==> src/hdl/wb_config.svh <==
`ifndef WB_CONFIG_SVH
`define WB_CONFIG_SVH

// bytes in one DRAM cache line.
`define CL_BYTES 64

// byte columns per buffer row, four lines' worth.
`define BUF_COLS 256

// rows held in the row buffer.
`define BUF_ROWS 8

// DRAM byte address width.
`define ADDR_WIDTH 32

`endif
==> src/hdl/dram_pkg.sv <==
`default_nettype none

`include "wb_config.svh"

package dram_pkg;

	typedef logic [`ADDR_WIDTH-1:0] dram_addr_t; // byte address.

	// a full line, first byte in the top bits.
	typedef logic [`CL_BYTES*8-1:0] cache_line_t;

	typedef logic [7:0] line_count_t; // lines per request.

endpackage

`default_nettype wire

==> src/hdl/frame_req_pkg.sv <==
`default_nettype none

`include "wb_config.svh"

package frame_req_pkg;

	// frame width in bytes or height in rows.
	typedef logic [16:0] dim_t;

	typedef logic [$clog2(`BUF_ROWS)-1:0] buf_row_t;
	typedef logic [$clog2(`BUF_COLS)-1:0] buf_col_t;

	typedef logic [7:0] byte_t; // one pixel.

endpackage

`default_nettype wire

==> src/hdl/line_assembler.sv <==
`default_nettype none

`include "wb_config.svh"

module line_assembler (
	input  wire                          clk,
	input  wire                          rst_n,
	input  wire                          row_start,
	input  wire                          line_start,
	input  wire frame_req_pkg::byte_t    rd_data,
	output frame_req_pkg::buf_col_t      rd_col,
	output dram_pkg::cache_line_t        line,
	output logic                         line_done
);

	typedef enum logic [1:0] {
		asm_idle,
		first_load,
		load,
		last_shift
	} asm_state_e;

	localparam int unsigned COUNT_WIDTH = $clog2(`CL_BYTES);
	localparam int unsigned LINE_BITS = $bits(dram_pkg::cache_line_t);
	localparam int unsigned BYTE_BITS = $bits(frame_req_pkg::byte_t);

	asm_state_e state;
	logic [COUNT_WIDTH-1:0] load_count;

	always_ff @(posedge clk or negedge rst_n) begin
		if (!rst_n) begin
			state <= asm_idle;
			load_count <= '0;
			rd_col <= '0;
			line_done <= 1'b0;
		end else begin
			line_done <= 1'b0;
			case (state)
				asm_idle: begin
					if (row_start) begin
						rd_col <= '0; // next line starts at column 0.
					end
					if (line_start) begin
						state <= first_load;
					end
				end
				first_load: begin
					// address lead, nothing has arrived yet.
					rd_col <= rd_col + 1'b1;
					load_count <= COUNT_WIDTH'(1);
					state <= load;
				end
				load: begin
					rd_col <= rd_col + 1'b1;
					load_count <= load_count + 1'b1;
					if (load_count == COUNT_WIDTH'(`CL_BYTES - 1)) begin
						state <= last_shift; // all 64 addresses issued.
					end
				end
				last_shift: begin
					line_done <= 1'b1;
					state <= asm_idle;
				end
				default: state <= asm_idle;
			endcase
		end
	end

	// bytes trail the address by one cycle, so shifting starts in load
	// and the last byte goes in during last_shift.
	always_ff @(posedge clk) begin
		if (state == load || state == last_shift) begin
			line <= {line[LINE_BITS-BYTE_BITS-1:0], rd_data};
		end
	end

endmodule

`default_nettype wire

==> config.mk <==
export PLATFORM = sky130hd
export DESIGN_NAME = line_assembler
export DESIGN_NICKNAME = d
export VERILOG_FILES = /design/src/hdl/dram_pkg.sv /design/src/hdl/frame_req_pkg.sv /design/src/hdl/line_assembler.sv
export VERILOG_INCLUDE_DIRS = /design/src /design/src/hdl
export SDC_FILE = /design/constraint.sdc
export NUM_CORES = 1
export LEC_CHECK = 0
export ABC_AREA = 1
export CORE_ASPECT_RATIO = 1.5
export CORE_MARGIN = 2
export CORE_UTILIZATION = 30
export CTS_BUF_LIST = sky130_fd_sc_hd__clkbuf_8
export CTS_CLUSTER_DIAMETER = 150
export DETAILED_ROUTE_END_ITERATION = 16
export DONT_BUFFER_PORTS = 1
export SYNTH_ARGS = -nofsm -noshare
export SYNTH_HDL_FRONTEND = slang
export SYNTH_SLANG_ARGS = --single-unit
==> constraint.sdc <==
create_clock -name clk -period 9.3 [get_ports clk]
set_clock_uncertainty 0.2 [all_clocks]
set_input_delay 0.93 -clock clk [delete_from_list [all_inputs] [get_ports clk]]
set_output_delay 0.93 -clock clk [all_outputs]
set_load 0.1 [all_outputs]
Word-level counts from Yosys, hierarchy flattened
Index checks and enable logic that the tools add are counted.
{"block": "totals", "in_bits": 12, "word_cells": 28, "reg_bits": 529, "out_inout_bits": 521}
{"block": "op_classes", "n_addsub": 2, "n_mux": 7, "n_reduce_logical": 7, "n_eq_ne": 7}
{"op": "8-bit case mux with 2 select lines", "n": 1}
{"op": "6-bit case mux with 2 select lines", "n": 1}
{"op": "8-bit by 1-bit adder with 8-bit output, second input constant", "n": 1}
{"op": "8-bit two-way mux", "n": 1}
{"op": "2-bit case mux with 4 select lines", "n": 1}
{"op": "6-bit by 1-bit adder with 6-bit output, second input constant", "n": 1}
{"op": "6-bit == test, second input constant", "n": 1}
{"op": "2-bit != test, second input constant", "n": 3}
{"op": "2-bit == test, second input constant", "n": 2}
{"op": "2-bit two-way mux", "n": 2}
{"op": "2-bit AND reduction", "n": 2}
{"op": "2-bit nonzero test", "n": 2}
{"op": "2-bit by 1-bit == test with 1-bit output, second input constant", "n": 1}
{"op": "2-bit logical NOT", "n": 1}
{"op": "2-bit OR reduction", "n": 1}
{"op": "1-bit logical OR", "n": 1}
{"op": "1-bit two-way mux", "n": 1}

Depth between registers and ports, before layout
{"block": "depth", "ltp_word": 4, "depth_mapped": 9, "mapped_depth_nobuf": 9}

Least setup slack after synthesis
OpenSTA, ideal clock, no wires.
{"block": "synth_path", "path_type": "reg-to-reg", "from": "register state[0]", "to": "register line[0], enable pin", "path_slack_ns": 1.614, "n_path_buf": 0, "arrival_time_ns": 6.820, "setup_ns": 0.666, "synth_period_minus_slack_ns": 7.686, "stages_incl_launch_ff": 4, "t_required_ns": 8.434, "path_cell_list": "dfrtp_1 -> inv_1 -> ha_1 -> or2_2"}
{"block": "synth_via", "elab_chain_len": 2, "word_cells_on_any_way": 3, "classes_between": "eq/ne (2); reduce/logical (1)"}
{"element": "from (decl)", "line": "line_assembler.sv:27", "source": "asm_state_e state;"}
{"element": "from (signal assigned)", "line": "line_assembler.sv:32", "source": "state <= asm_idle;"}
{"element": "from (signal assigned)", "line": "line_assembler.sv:44", "source": "state <= first_load;"}
{"element": "from (signal assigned)", "line": "line_assembler.sv:51", "source": "state <= load;"}
{"element": "2-bit == test", "line": "line_assembler.sv:72", "source": "if (state == load || state == last_shift) begin"}
{"element": "1-bit logical OR *", "line": "line_assembler.sv:72"}
{"element": "to (signal assigned)", "line": "line_assembler.sv:73", "source": "line <= {line[LINE_BITS-BYTE_BITS-1:0], rd_data};"}
{"element": "to (decl)", "line": "line_assembler.sv:12", "source": "output dram_pkg::cache_line_t line,"}
Every way passes the cells marked *; elsewhere a longest branch is shown, timed or not.
A chain may end at the register's enable or synchronous reset.

Final worst setup path
{"block": "layout_path", "from": "register state[0]", "to": "register line[401], enable pin"}
The elaborated chain is that of the path after synthesis.

==> results.py <==
metrics = {
    "synthesis": {
        "synth.top_cells.by_area": "sky130_fd_sc_hd__edfxtp_1 (94%), sky130_fd_sc_hd__dfrtp_1 (2.6%), sky130_fd_sc_hd__nand2_1 (0.62%)",
        "synthMostInstantiatedCell": "sky130_fd_sc_hd__edfxtp_1",
        "synth.lib_cells_used.distinct": 20,
        "synth_edf_count": 512,
        "synth_top_cell_by_area": "sky130_fd_sc_hd__edfxtp_1",
        "ys_seq_area_share_pct": 96.8,
        "share_of_synthesized_registers_carrying_an_async_set_or_reset_pct": 3.21,
        "ys.flop_type": "sky130_fd_sc_hd__edfxtp_1",
        "avg_synthesized_cell_area_sq_um": 25.9,
        "synthCells": 631,
        "net_count_after_synthesis": 649,
        "synthTopCellsByCount": "sky130_fd_sc_hd__edfxtp_1 (512), sky130_fd_sc_hd__nand2_1 (27), sky130_fd_sc_hd__inv_1 (18), sky130_fd_sc_hd__nor2_1 (18), sky130_fd_sc_hd__dfrtp_1 (17)",
        "area_of_the_mapped_netlist_sq_um": 16300,
        "synth_top_area_share_pct": 94.2,
        "yosys_warnings": 0,
        "yosys_register_bits": 529,
    },
    "cts": {
        "tritoncts.num_buffers": 78,
        "clockRootBuffer": "sky130_fd_sc_hd__clkbuf_8",
        "cts_tree": "done",
        "clkLatencyLatePin_ns": 0.62,
        "cts.reportedPaths.clkPinSlew_ns": 0.06,
        "cts.path.max_buffers": 3,
        "cts-htree-levels": 3,
        "clock-sinks": 529,
        "cts_setup_buffers": 0,
    },
    "detailed_routing": {
        "ant_nets": 0,
        "firstDrtPassIters": 4,
        "drt_wl_total_microns": 35500,
        "routedWlPerCell_microns": 24.1,
        "drt-vias-per-instance": 4.39,
        "detailedRoute.firstIterationViolations": 300,
        "number_of_vias_after_detailed_routing": 6461,
        "drcViolationCount": 0,
    },
    "global_routing": {
        "largest_net_degree_at_the_start_of_global_routing": 184,
        "global_route_wire_length_before_repair_microns": 48200,
        "met3_usage_pct": 9.18,
        "via_count_of_the_first_global_routing_pass": 6657,
        "gr-usage-all-layers_pct": 11.9,
        "grt.busiest_layer": "met2",
        "overflow": 0,
        "global_route_met2_usage_pct": 19.8,
        "antenna_found_initial": 3,
        "met1_resource_use_gr_pct": 10.1,
    },
    "layout": {
        "postLayoutCoreUtil_pct": 35.2,
        "area_growth_syn_to_layout_pct": 15.9,
        "drive_above_1_share_pct": 16.3,
        "finish.net_count": 735,
        "layout.filler_cells": 4866,
    },
    "floorplan": {
        "dieWidth_microns": 194,
        "design.die.area_sq_um": 56300,
        "die-height_microns": 290,
        "std_cell_rows": 104,
        "core_sq_um": 53700,
        "start_util_pct": 30.4,
        "io-pin-count": 533,
    },
    "sta": {
        "timing_hold_violations_final": 0,
        "worst_slew_margin_rel_pct": 26.1,
        "final_period_minus_worst_setup_slack_ns": 3.66,
        "final_worst_path_period_share_pct": 39.3,
        "tns_ns": 0,
        "final_setup_slack_of_the_worst_path_ns": 5.64,
        "worstMarginPinSlew_ns": 1.11,
        "report.final.setup_viol": 0,
        "hold_ws_ns": 0.209,
        "rsz_0062_raised_after_global_routing": "no",
        "fmax_mhz": 273,
        "final_max_slew_viol_count": 0,
    },
    "outcome": {
        "outcome": "finished clean",
    },
    "placed_design": {
        "placement.setup.worst_slack_ns": 5.68,
        "hpwl_detailed_microns": 24400,
        "port-buffer-count": 0,
        "gp_congestion": 0.836,
    },
    "min_path": {
        "hp-class": "input port to flip-flop",
    },
    "worst_setup_path": {
        "critical_path.top_delay_family": "buffers and inverters",
        "cp.required_ns": 9.33,
        "timing.critical_path.arrival_ns": 3.69,
        "worstPathCellList": "inv_1 -> ha_1 -> or2_4 -> buf_12 -> buf_4",
        "startpoint_type_of_the_worst_setup_path": "flip-flop",
        "critPathMaxStageDelay_ns": 0.83,
        "cp-end-kind": "flip-flop",
        "slowest_stage": "sky130_fd_sc_hd__buf_4",
        "setup.worst_path.class": "flip-flop to flip-flop",
        "timing.critical_path.buf_inv": 3,
        "timing.critical_path.fanout_max": 163,
    },
    "run": {
        "cap_violations": 0,
    },
}
## state kept, by name, indices dropped and copies added, names as in the netlist
signal      cells
line          512
rd_col          8
state           2
load_count      6
line_done       1
## layout by cell type, fill, tap and decap left out
cell type,instances
sky130_fd_sc_hd__a21oi_1,4
sky130_fd_sc_hd__buf_12,2
sky130_fd_sc_hd__buf_4,4
sky130_fd_sc_hd__bufinv_16,10
sky130_fd_sc_hd__clkbuf_8,80
sky130_fd_sc_hd__clkinv_1,19
sky130_fd_sc_hd__clkinv_2,15
sky130_fd_sc_hd__clkinv_4,1
sky130_fd_sc_hd__clkinvlp_4,2
sky130_fd_sc_hd__dfrtp_1,17
sky130_fd_sc_hd__diode_2,4
sky130_fd_sc_hd__dlygate4sd3_1,1
sky130_fd_sc_hd__edfxtp_1,512
sky130_fd_sc_hd__ha_1,6
sky130_fd_sc_hd__inv_1,30
sky130_fd_sc_hd__inv_2,1
sky130_fd_sc_hd__inv_6,4
sky130_fd_sc_hd__nand2_1,27
sky130_fd_sc_hd__nand2_2,1
sky130_fd_sc_hd__nand2_4,3
sky130_fd_sc_hd__nand3_1,7
sky130_fd_sc_hd__nand4_1,1
sky130_fd_sc_hd__nor2_1,18
sky130_fd_sc_hd__nor3_1,3
sky130_fd_sc_hd__nor3_4,1
sky130_fd_sc_hd__nor3b_2,1
sky130_fd_sc_hd__o21ai_0,6
sky130_fd_sc_hd__o21ai_1,1
sky130_fd_sc_hd__or2_2,1
sky130_fd_sc_hd__or2_4,1
sky130_fd_sc_hd__xor2_1,1
## layout make-up
type                       count  area, sq um  area share (%)
sequential                   529        15800            83.5
clock buffer                  80         1100            5.82
tap                          689          862            4.56
clock inverter                63          551            2.91
multi-input combinational     82          448            2.37
timing repair buffer           7         80.1           0.423
inverter                      19         71.3           0.377
antenna                        4         10.0          0.0529
## cells by family after synthesis
kind of cell	count (synthesis)	synth area share [%]
flops	529	96.8
simple gates	64	1.88
buf+inv	20	0.506
compound gates	11	0.337
fa+ha+maj	6	0.460
xor+xnor	1	0.0536
## path summary, 6_finish.rpt
| path | endpoint | slack [ns] | cells past startpoint | startpoint |
|---|---|---|---|---|
| max in group asynchronous | load_count[4] | 7.73 | 1 | rst_n |
| min in group asynchronous | rd_col[3] | 0.65 | 1 | rst_n |
| worst min-delay path | line[3] | 0.21 | 0 | rd_data[3] |
| worst min register to register | load_count[4] | 0.32 | 2 | load_count[4] |
| worst max-delay path | line[401] | 5.64 | 5 | state[0] |
| worst max register to register | line[401] | 5.64 | 5 | state[0] |
## timing repair
item / CTS / global route
gates resized for setup: 0 / 0
hold buffers: 1 / 0
hold endpoints to repair: 17 / 0
## per-stage QoR
step	cell area (sq um)	std cells
3_3_place_gp	17300	1325
5_1_grt	18900	1470
2_1_floorplan	16300	631
6_report	18900	1473
3_5_place_dp	17300	1325
4_1_cts	18900	1469
## routing by layer
layer | part of all wire [%] | vias to the layer above
met2 | 49 | 567
met5 | 0 | -
met3 | 18 | 64
met4 | 3.8 | 0
met1 | 29 | 3160
li1 | - | 2670
## worst register-to-register path, cell delays in order, from the launching register on
cell                      delay [ns]
sky130_fd_sc_hd__dfrtp_1        0.39
sky130_fd_sc_hd__inv_1          0.10
sky130_fd_sc_hd__ha_1           0.27
sky130_fd_sc_hd__or2_4          0.56
sky130_fd_sc_hd__buf_12         0.55
sky130_fd_sc_hd__buf_4          1.15
Power is not shown: default switching activity piles up to over one toggle a cycle in this logic, so the estimate is an artifact.
